File: src/spi_io_pkg.sv
`default_nettype none

package spi_io_pkg;

    // --------------------------------------------------
    // Buffer geometry
    // --------------------------------------------------
    localparam int BUF_DEPTH = 16;                     // Bytes per buffer, TX and RX alike
    localparam int BUF_AW    = $clog2(BUF_DEPTH);      // Buffer address width
    localparam int CNT_W     = $clog2(BUF_DEPTH + 1);  // Byte count width, holds 0..16

    // --------------------------------------------------
    // Host request and per-byte command
    // --------------------------------------------------
    // Captured on send, then counted down by the transfer FSM
    typedef struct packed {
        logic [CNT_W-1:0] tx_count;   // Bytes to shift out first
        logic [CNT_W-1:0] rx_count;   // Bytes to shift in afterwards
    } xfer_req_t;

    // One byte handed to the bit engine
    typedef struct packed {
        logic [7:0] data;             // Ignored when rx_phase is set
        logic       rx_phase;         // mosi held low, received byte kept
    } spi_cmd_t;

    // --------------------------------------------------
    // State encodings
    // --------------------------------------------------
    typedef enum logic [2:0] {
        IDLE,       // Waiting for send
        SELECT,     // cs low, half period before the first byte
        SEND,       // Transmit byte in flight
        GAP,        // Idle SPI periods between bytes
        RECEIVE,    // Receive byte in flight
        FINISH      // Half period before cs rises
    } xfer_state_e;

    typedef enum logic [1:0] {
        S_IDLE,     // sclk low, clock generator off
        S_SHIFT,    // Bits 7 down to 1
        S_LAST      // Bit 0, ends on the eighth fall
    } shift_state_e;

endpackage

`default_nettype wire

File: src/spi_clock_gen.sv
`default_nettype none
`timescale 1ns/1ps

module spi_clock_gen #(
    parameter int CLK_DIV = 2              // sysClk cycles per half SPI period
) (
    input  logic sysClk,
    input  logic reset,
    input  logic enable,                   // High while a byte is shifting
    output logic rise,                     // One-cycle strobe, sclk goes high
    output logic fall                      // One-cycle strobe, sclk goes low
);

    localparam int            CW   = (CLK_DIV > 1) ? $clog2(CLK_DIV) : 1;
    localparam logic [CW-1:0] LAST = CW'(CLK_DIV - 1);

    logic [CW-1:0] div_cnt;                // Cycles into the current half period
    logic          phase;                  // 0 in low half, 1 in high half
    logic          tick;                   // End of a half period

    // Strobes alternate, rise comes first after enable
    assign tick = enable && (div_cnt == LAST);
    assign rise = tick && !phase;
    assign fall = tick && phase;

    // --------------------------------------------------
    // Divider
    // --------------------------------------------------
    // Dropping enable restarts on a clean phase for the next byte
    always_ff @(posedge sysClk) begin
        if (!reset || !enable) begin
            div_cnt <= '0;
            phase   <= 1'b0;
        end else if (tick) begin
            div_cnt <= '0;
            phase   <= ~phase;                 // Next strobe is the other edge
        end else begin
            div_cnt <= div_cnt + 1'b1;
        end
    end

endmodule

`default_nettype wire

File: src/spi_master.sv
`default_nettype none
`timescale 1ns/1ps

module spi_master #(
    parameter int CLK_DIV = 2                  // sysClk cycles per half SPI period
) (
    input  logic                 sysClk,
    input  logic                 reset,
    input  logic                 start,        // One-cycle pulse, master must be idle
    input  spi_io_pkg::spi_cmd_t cmd,          // Valid with start
    output logic                 byte_done,    // Pulse on the eighth fall
    output logic [7:0]           rx_data,      // Valid on the byte_done cycle
    output logic                 sclk,
    output logic                 mosi,
    input  logic                 miso
);

    import spi_io_pkg::*;

    shift_state_e state;
    logic [2:0]   bit_cnt;                     // Falls seen so far in this byte
    logic [7:0]   tx_shift;                    // MSB drives mosi
    logic [7:0]   rx_shift;                    // miso enters at the LSB
    logic         load;
    logic         enable;
    logic         rise;
    logic         fall;

    assign load      = start && (state == S_IDLE);
    assign enable    = (state != S_IDLE);      // Clock runs only while shifting
    assign byte_done = fall && (state == S_LAST);
    assign mosi      = tx_shift[7];
    assign rx_data   = rx_shift;

    spi_clock_gen #(
        .CLK_DIV (CLK_DIV)
    ) u_clock_gen (
        .sysClk  (sysClk),
        .reset   (reset),
        .enable  (enable),
        .rise    (rise),
        .fall    (fall)
    );

    // --------------------------------------------------
    // Bit sequencing
    // --------------------------------------------------
    always_ff @(posedge sysClk) begin
        if (!reset) begin
            state   <= S_IDLE;
            bit_cnt <= '0;
        end else begin
            unique case (state)
                S_IDLE: begin
                    if (load) begin
                        state   <= S_SHIFT;
                        bit_cnt <= '0;
                    end
                end
                S_SHIFT: begin
                    if (fall) begin
                        bit_cnt <= bit_cnt + 1'b1;
                        if (bit_cnt == 3'd6)   // Seventh fall, bit 0 now on mosi
                            state <= S_LAST;
                    end
                end
                S_LAST: begin
                    if (fall)
                        state <= S_IDLE;       // Drops enable next cycle
                end
                default: state <= S_IDLE;
            endcase
        end
    end

    // Mode 0, sclk idles low
    always_ff @(posedge sysClk) begin
        if (!reset)
            sclk <= 1'b0;
        else if (rise)
            sclk <= 1'b1;
        else if (fall)
            sclk <= 1'b0;
    end

    // Transmit side, zero fill leaves mosi low after the byte
    always_ff @(posedge sysClk) begin
        if (!reset)
            tx_shift <= '0;
        else if (load)
            tx_shift <= cmd.rx_phase ? 8'h00 : cmd.data;
        else if (fall)
            tx_shift <= {tx_shift[6:0], 1'b0};  // Next bit out on the falling edge
    end

    // Receive side, sampled at the rising edge
    always_ff @(posedge sysClk) begin
        if (rise)
            rx_shift <= {rx_shift[6:0], miso};
    end

endmodule

`default_nettype wire

File: src/io_transfer.sv
`default_nettype none
`timescale 1ns/1ps

module io_transfer #(
    parameter int CLK_DIV  = 2,                // sysClk cycles per half SPI period
    parameter int GAP_CLKS = 2                 // Idle SPI periods between bytes
) (
    input  logic                  sysClk,
    input  logic                  reset,
    input  logic                  send,        // Active low, honored only while idle
    input  spi_io_pkg::xfer_req_t req,
    input  logic                  tx_wr,       // Active low write strobe
    input  logic [7:0]            tx_byte,
    input  logic [3:0]            rx_index,
    output logic [7:0]            rx_byte,
    output logic                  busy,
    output logic                  done,
    output logic                  cs,
    output logic                  sclk,
    output logic                  mosi,
    input  logic                  miso
);

    import spi_io_pkg::*;

    localparam int GAP_CYC = GAP_CLKS * 2 * CLK_DIV;      // Gap length in sysClk cycles
    localparam int TW      = $clog2(GAP_CYC + CLK_DIV + 1);

    logic [7:0]        tx_buf [BUF_DEPTH];
    logic [7:0]        rx_buf [BUF_DEPTH];
    logic [BUF_AW-1:0] tx_wptr;                // Host write position
    logic [BUF_AW-1:0] tx_rptr;                // Next byte to send
    logic [BUF_AW-1:0] rx_wptr;                // Next receive slot

    xfer_state_e       state;
    xfer_req_t         remain;                 // Bytes still to start
    logic [TW-1:0]     timer;                  // Half period and gap delay
    logic              start;
    logic              byte_done;
    logic [7:0]        rx_data;
    spi_cmd_t          cmd;
    logic              next_tx;
    logic              last_byte;

    // --------------------------------------------------
    // Byte issue
    // --------------------------------------------------
    assign start     = ((state == SELECT) || (state == GAP)) && (timer == '0);
    assign next_tx   = (remain.tx_count != '0);              // Transmit bytes go first
    assign last_byte = (remain.tx_count == '0) && (remain.rx_count == '0);

    always_comb begin
        cmd.data     = tx_buf[tx_rptr];
        cmd.rx_phase = !next_tx;
    end

    assign busy    = (state != IDLE);
    assign rx_byte = rx_buf[rx_index];         // Host read, combinational

    spi_master #(
        .CLK_DIV   (CLK_DIV)
    ) u_spi_master (
        .sysClk    (sysClk),
        .reset     (reset),
        .start     (start),
        .cmd       (cmd),
        .byte_done (byte_done),
        .rx_data   (rx_data),
        .sclk      (sclk),
        .mosi      (mosi),
        .miso      (miso)
    );

    // --------------------------------------------------
    // Buffers
    // --------------------------------------------------
    always_ff @(posedge sysClk) begin
        if (!reset || state == FINISH)
            tx_wptr <= '0;                     // Each transaction loads from zero
        else if (!tx_wr)
            tx_wptr <= tx_wptr + 1'b1;
    end

    always_ff @(posedge sysClk) begin
        if (!tx_wr)
            tx_buf[tx_wptr] <= tx_byte;
    end

    // Receive byte k lands at address k
    always_ff @(posedge sysClk) begin
        if (byte_done && state == RECEIVE)
            rx_buf[rx_wptr] <= rx_data;
    end

    // --------------------------------------------------
    // Transaction FSM
    // --------------------------------------------------
    always_ff @(posedge sysClk) begin
        if (!reset) begin
            state   <= IDLE;
            remain  <= '0;
            timer   <= '0;
            cs      <= 1'b1;
            done    <= 1'b0;
            tx_rptr <= '0;
            rx_wptr <= '0;
        end else begin
            done <= 1'b0;                      // Single-cycle pulse
            unique case (state)
                IDLE: begin
                    if (!send) begin
                        remain <= req;
                        if (req.tx_count == '0 && req.rx_count == '0) begin
                            state <= FINISH;   // Nothing to do, cs stays high
                            timer <= '0;
                        end else begin
                            state <= SELECT;
                            timer <= TW'(CLK_DIV);
                            cs    <= 1'b0;
                        end
                    end
                end
                SELECT, GAP: begin
                    if (timer == '0) begin     // start pulses this cycle
                        if (next_tx) begin
                            state           <= SEND;
                            remain.tx_count <= remain.tx_count - 1'b1;
                            tx_rptr         <= tx_rptr + 1'b1;
                        end else begin
                            state           <= RECEIVE;
                            remain.rx_count <= remain.rx_count - 1'b1;
                        end
                    end else begin
                        timer <= timer - 1'b1;
                    end
                end
                SEND, RECEIVE: begin
                    if (byte_done) begin
                        if (state == RECEIVE)
                            rx_wptr <= rx_wptr + 1'b1;
                        if (last_byte) begin
                            state <= FINISH;
                            timer <= TW'(CLK_DIV - 1);   // Half period before cs rises
                        end else begin
                            state <= GAP;
                            timer <= TW'(GAP_CYC - 1);
                        end
                    end
                end
                FINISH: begin
                    tx_rptr <= '0;
                    rx_wptr <= '0;
                    if (timer == '0) begin
                        state <= IDLE;
                        cs    <= 1'b1;
                        done  <= 1'b1;         // Same cycle busy goes low
                    end else begin
                        timer <= timer - 1'b1;
                    end
                end
                default: state <= IDLE;
            endcase
        end
    end

endmodule

`default_nettype wire

File: src/spi_io_top.sv
`default_nettype none
`timescale 1ns/1ps

// SPI transfer engine, mode 0, one slave
// Transaction length varies with the request, done marks the end
module spi_io_top #(
    parameter int CLK_DIV  = 2,                // sysClk cycles per half SPI period
    parameter int GAP_CLKS = 2                 // Idle SPI periods between bytes
) (
    input  logic                  sysClk,
    input  logic                  reset,       // Synchronous, active low
    input  logic                  send,        // Active low strobe
    input  spi_io_pkg::xfer_req_t req,
    input  logic                  tx_wr,       // Active low strobe
    input  logic [7:0]            tx_byte,
    input  logic [3:0]            rx_index,
    output logic [7:0]            rx_byte,
    output logic                  busy,
    output logic                  done,
    output logic                  sclk,
    output logic                  mosi,
    input  logic                  miso,
    output logic                  cs           // Active low chip select
);

    io_transfer #(
        .CLK_DIV  (CLK_DIV),
        .GAP_CLKS (GAP_CLKS)
    ) u_io_transfer (
        .sysClk   (sysClk),
        .reset    (reset),
        .send     (send),
        .req      (req),
        .tx_wr    (tx_wr),
        .tx_byte  (tx_byte),
        .rx_index (rx_index),
        .rx_byte  (rx_byte),
        .busy     (busy),
        .done     (done),
        .cs       (cs),
        .sclk     (sclk),
        .mosi     (mosi),
        .miso     (miso)
    );

endmodule

`default_nettype wire

File: config.mk
export PLATFORM = sky130hd
export DESIGN_NAME = spi_io_top
export DESIGN_NICKNAME = d
export VERILOG_FILES = /design/src/spi_io_pkg.sv /design/src/spi_clock_gen.sv /design/src/spi_master.sv /design/src/io_transfer.sv /design/src/spi_io_top.sv
export SDC_FILE = /design/constraint.sdc
export NUM_CORES = 1
export LEC_CHECK = 0
export BUFFER_PORTS_ARGS = -buffer_cell sky130_fd_sc_hd__buf_2
export CORE_MARGIN = 2
export CORE_UTILIZATION = 38
export DETAILED_ROUTE_END_ITERATION = 8
export PLACE_DENSITY = 0.58
export RECOVER_POWER = 25
export SETUP_SLACK_MARGIN = 0.5
export SLEW_MARGIN = 20
export SYNTH_ARGS = -nofsm -noshare
export SYNTH_HDL_FRONTEND = slang
export SYNTH_SLANG_ARGS = --single-unit
File: constraint.sdc
create_clock -name sysClk -period 2.9 [get_ports sysClk]
set_clock_uncertainty 0.05 [all_clocks]
set_input_delay 0.58 -clock sysClk [delete_from_list [all_inputs] [get_ports sysClk]]
set_output_delay 0.58 -clock sysClk [all_outputs]
set_load 0.01 [all_outputs]
==> out/qor.yml <==
outcome:
  status: "complete, no violations"
floorplan:
  initial_core_utilization_pct: 38.8
  coreArea_mm2: 0.0327
  chipHeight_um: 187
  num_rows: 66
  width_of_the_chip_um: 187
  io_pins: 40
  die_area_mm2: 0.0349
timing:
  fin_tns_setup_ns: 0
  slew_viol_final: 0
  worst_slew_margin_rel_pct: 53.0
  grt_setup_unrepaired: "yes"
  post-route-period-util_pct: 90.5
  fin_crit_ns: 2.63
  clock.fmax_mhz: 381
  setup_viol_count_final: 0
  hold_viol: 0
  worst_pin_slew_ns: 0.705
  finalHoldWorstSlack_ns: 0.291
placement:
  placedCellCount: 1202
  hpwl_um: 16500
  finalWeightedCongestion: 0.775
  port_bufs: 39
worst_setup_path:
  maximum_fanout_count_along_the_critical_path: 7
  timing.critical_path.arrival_ns: 2.00
  crit_path_top_delay_cell: "sky130_fd_sc_hd__mux4_2"
  critPathMaxStageDelay_ns: 0.51
  crit_buf_inv: 3
  cp-end-kind: "output pin"
  cp_cell_sequence: "buf_12 > buf_12 > mux4_2 > mux4_2 > buf_6"
  cpLargestDelayFamily: "multiplexers"
  critical_path.startpoint_type: "primary input"
  critical_path_class: "primary input to output pin"
  cp_data_required_time_ns: 2.27
yosys:
  main_flop_type_after_synthesis: "sky130_fd_sc_hd__edfxtp_1"
  yosysWarningCount: 0
  mappedNetlistNets: 778
  syn-cell-area_mm2: 0.0127
  synth-edff-count: 264
  synth-async-reset-ratio_pct: 0
  synth.lib_cells_used.distinct: 54
  yosysSeqAreaShare_pct: 70.5
  post_synthesis_sequential_element_count: 315
  postSynthCellCount: 736
  post_synth.cell_area_avg_um2: 17.3
global_route:
  total_overflow_reported_by_the_global_router: 0
  grt_max_degree: 33
  antenna_found_initial: 0
  grt_util_all_layers_pct: 14.5
  grt_first_pass_wirelength_um: 39500
  first_global_vias: 6701
clock_tree:
  clock_tree.buffer_depth: 3
  cts_bufs_inserted: 34
  cts_tree: "built"
  clkLatencyLatePin_ns: 0.49
  cts_clock_pin_slew_for_the_worst_setup_and_hold_paths_ns: 0.06
  count_of_hold_fix_buffers_inserted_at_cts: 0
  sinks_on_the_clock_net: 315
  clockRootBuffer: "sky130_fd_sc_hd__clkbuf_16"
  clock_tree.htree_level_count: 2
finish:
  area.growth.synth_to_final_pct: 16.3
  layout-drive-gt1-share_pct: 24.9
  num-nets-final: 842
  insertedDiodeCount: 0
  layout.cells.non_filler: 1266
  final_core_utilization_pct: 45.2
routing:
  totalWireLength_um: 25300
  detail_route.drc_violations: 0
  route.antenna.remaining_nets: 0
  route.detailed.vias_per_inst: 5.15
  drt_first_iter_violations: 514
  wl_per_cell_um: 20.0
  via_total_after_detailed_routing: 6514
  number_of_iterations_in_the_first_detailed_routing_pass: 5
power:
  p_per_area_mw_per_mm2: 779
  ir_drop_v: 0.000572
  fin_total_pwr_mw: 11.5
  cellLeakagePower_nw: 4.91
run:
  cap_viol_max_count: 0
min_path:
  timing.hold.worst.class: "primary input to register"
-- final cells by class --
cell class / instances / area (um2)
clock inverters: 19 / 173
fillers: 2850 / 17900
clock buffers: 41 / 908
well taps: 442 / 553
repair buffers: 67 / 548
inverters: 20 / 75.1
flip-flops and latches: 315 / 8950
multi-input cells: 362 / 3560
-- what timing repair did --
item | CTS | global route
setup buffers | 0 | 1
endpoints found under the hold margin | 0 | 0
pin swaps | 0 | 1
gates cloned | 3 | 0
gates resized for setup | 16 | 15
setup endpoints to repair | 12 | 78
-- placed cells by master (no fill, tap or decap), types with 4 or more instances in the layout --
cell type                   netlist  routed
sky130_fd_sc_hd__edfxtp_1       264     264
sky130_fd_sc_hd__mux4_2          72      72
sky130_fd_sc_hd__dfxtp_1         51      49
sky130_fd_sc_hd__nor2_1          48      47
sky130_fd_sc_hd__clkbuf_16        0      35
sky130_fd_sc_hd__nand2_1         28      28
sky130_fd_sc_hd__o21ai_0         24      24
sky130_fd_sc_hd__buf_2           12      23
sky130_fd_sc_hd__inv_1           20      20
sky130_fd_sc_hd__buf_4            1      20
sky130_fd_sc_hd__mux2i_1         19      19
sky130_fd_sc_hd__a21oi_1         18      18
sky130_fd_sc_hd__and3_1          16      16
sky130_fd_sc_hd__nand3_1         16      15
sky130_fd_sc_hd__clkbuf_1        22      15
sky130_fd_sc_hd__ha_1            15      14
sky130_fd_sc_hd__and2_2           0       8
sky130_fd_sc_hd__clkinv_2         0       8
sky130_fd_sc_hd__nor4_1           8       7
sky130_fd_sc_hd__nor3_1           6       6
sky130_fd_sc_hd__o221ai_1         6       6
sky130_fd_sc_hd__o211a_1          6       6
sky130_fd_sc_hd__xor2_1           6       6
sky130_fd_sc_hd__buf_6            0       6
sky130_fd_sc_hd__xnor2_1          5       5
sky130_fd_sc_hd__a211oi_1         5       5
sky130_fd_sc_hd__o31ai_1          5       5
sky130_fd_sc_hd__clkinv_1         0       5
sky130_fd_sc_hd__and2_1          12       4
sky130_fd_sc_hd__buf_12           0       4
-- cells in the mapped netlist, types with 2 or more instances --
library cell | instances | area share, %
sky130_fd_sc_hd__mux4_2 | 72 | 13
sky130_fd_sc_hd__buf_2 | 12 | 0.47
sky130_fd_sc_hd__or3_1 | 4 | 0.20
sky130_fd_sc_hd__edfxtp_1 | 264 | 62
sky130_fd_sc_hd__ha_1 | 15 | 1.5
sky130_fd_sc_hd__nand3_1 | 16 | 0.63
sky130_fd_sc_hd__a31o_2 | 2 | 0.14
sky130_fd_sc_hd__nor3b_1 | 2 | 0.12
sky130_fd_sc_hd__and2_1 | 12 | 0.59
sky130_fd_sc_hd__nor3_1 | 6 | 0.24
sky130_fd_sc_hd__inv_1 | 20 | 0.59
sky130_fd_sc_hd__clkbuf_1 | 22 | 0.65
sky130_fd_sc_hd__nor4b_1 | 3 | 0.21
sky130_fd_sc_hd__buf_1 | 3 | 0.089
sky130_fd_sc_hd__nor2b_1 | 3 | 0.15
sky130_fd_sc_hd__nand4_1 | 2 | 0.098
sky130_fd_sc_hd__nor4_1 | 8 | 0.39
sky130_fd_sc_hd__xnor2_1 | 5 | 0.34
sky130_fd_sc_hd__a211oi_1 | 5 | 0.30
sky130_fd_sc_hd__o31ai_1 | 5 | 0.30
sky130_fd_sc_hd__a221oi_1 | 3 | 0.21
sky130_fd_sc_hd__o211a_1 | 6 | 0.47
sky130_fd_sc_hd__o21ai_0 | 24 | 0.95
sky130_fd_sc_hd__nor2_1 | 48 | 1.4
sky130_fd_sc_hd__o221ai_1 | 6 | 0.41
sky130_fd_sc_hd__nand2_1 | 28 | 0.83
sky130_fd_sc_hd__or2_2 | 2 | 0.098
sky130_fd_sc_hd__xor2_1 | 6 | 0.41
sky130_fd_sc_hd__and3_1 | 16 | 0.79
sky130_fd_sc_hd__dfxtp_1 | 51 | 8.0
sky130_fd_sc_hd__or4b_2 | 2 | 0.16
sky130_fd_sc_hd__nand2b_1 | 3 | 0.15
sky130_fd_sc_hd__o211ai_1 | 3 | 0.18
sky130_fd_sc_hd__o32ai_1 | 2 | 0.14
sky130_fd_sc_hd__a21oi_1 | 18 | 0.71
sky130_fd_sc_hd__mux2i_1 | 19 | 1.5
-- per-stage QoR --
stage	instance area, um2	setup WS [ns]
4_1_cts	14700	0.250
6_report	14800	0.274
3_3_place_gp	13500	0.154
5_1_grt	14800	0.222
3_5_place_dp	13500	0.129
2_1_floorplan	12800	0.437
-- routing by layer --
layer | wire, um | vias to the layer above | global-route usage (%)
met5 | 0 | - | 0
met4 | 505 | 0 | 3.48
met3 | 857 | 44 | 2.18
met2 | 12300 | 131 | 24.4
met1 | 11600 | 3284 | 19.8
li1 | - | 3055 | -
-- where the power goes --
| group | switching, mW | internal (mW) |
|---|---|---|
| Combinational | 1.03 | 0.917 |
| Clock | 1.69 | 2.50 |
| Sequential | 0.263 | 5.10 |
| Total | 2.99 | 8.52 |
-- cells by family (layout without fill, tap and decap cells) --
| logic type | Yosys count | count (layout) | share of synthesized area (%) |
|---|---|---|---|
| buffers and inverters | 59 | 147 | 1.90 |
| muxes | 91 | 91 | 14.3 |
| and+or+nand+nor | 162 | 162 | 6.73 |
| xor gates and xnor gates | 11 | 11 | 0.759 |
| adders and majority gates | 15 | 15 | 1.48 |
| DFF | 315 | 315 | 70.5 |
| AOI/OAI and AO/OA | 83 | 83 | 4.41 |
-- path summary, 6_finish.rpt --
| kind | start | to | slack, ns | depth (start not counted) |
|---|---|---|---|---|
| worst max-delay path | rx_index[0] | rx_byte[2] | 0.27 | 5 |
| worst min-delay path | miso | u_io_transfer.u_spi_master.rx_data[0] | 0.29 | 1 |
| worst max register to register | u_io_transfer.timer[0] | u_io_transfer.u_spi_master.tx_shift[7] | 0.62 | 7 |
| worst min register to register | u_io_transfer.remain[4] | u_io_transfer.remain[4] | 0.44 | 1 |
-- state kept, by name (all words and copies together) (netlist names), named ones only --
register,count
u_io_transfer.u_spi_master.rx_data,8
u_io_transfer.state,3
u_io_transfer.tx_rptr,4
u_io_transfer.timer,4
u_io_transfer.u_spi_master.bit_cnt,3
u_io_transfer.tx_buf,128
u_io_transfer.rx_wptr,4
u_io_transfer.u_spi_master.u_clock_gen.phase,1
u_io_transfer.tx_wptr,4
u_io_transfer.u_spi_master.sclk,1
u_io_transfer.u_spi_master.state,2
u_io_transfer.done,1
u_io_transfer.u_spi_master.tx_shift,8
u_io_transfer.remain,10
u_io_transfer.u_spi_master.u_clock_gen.div_cnt,1
u_io_transfer.rx_buf,128
u_io_transfer.cs,1
(Power assumes the default switching activity.)
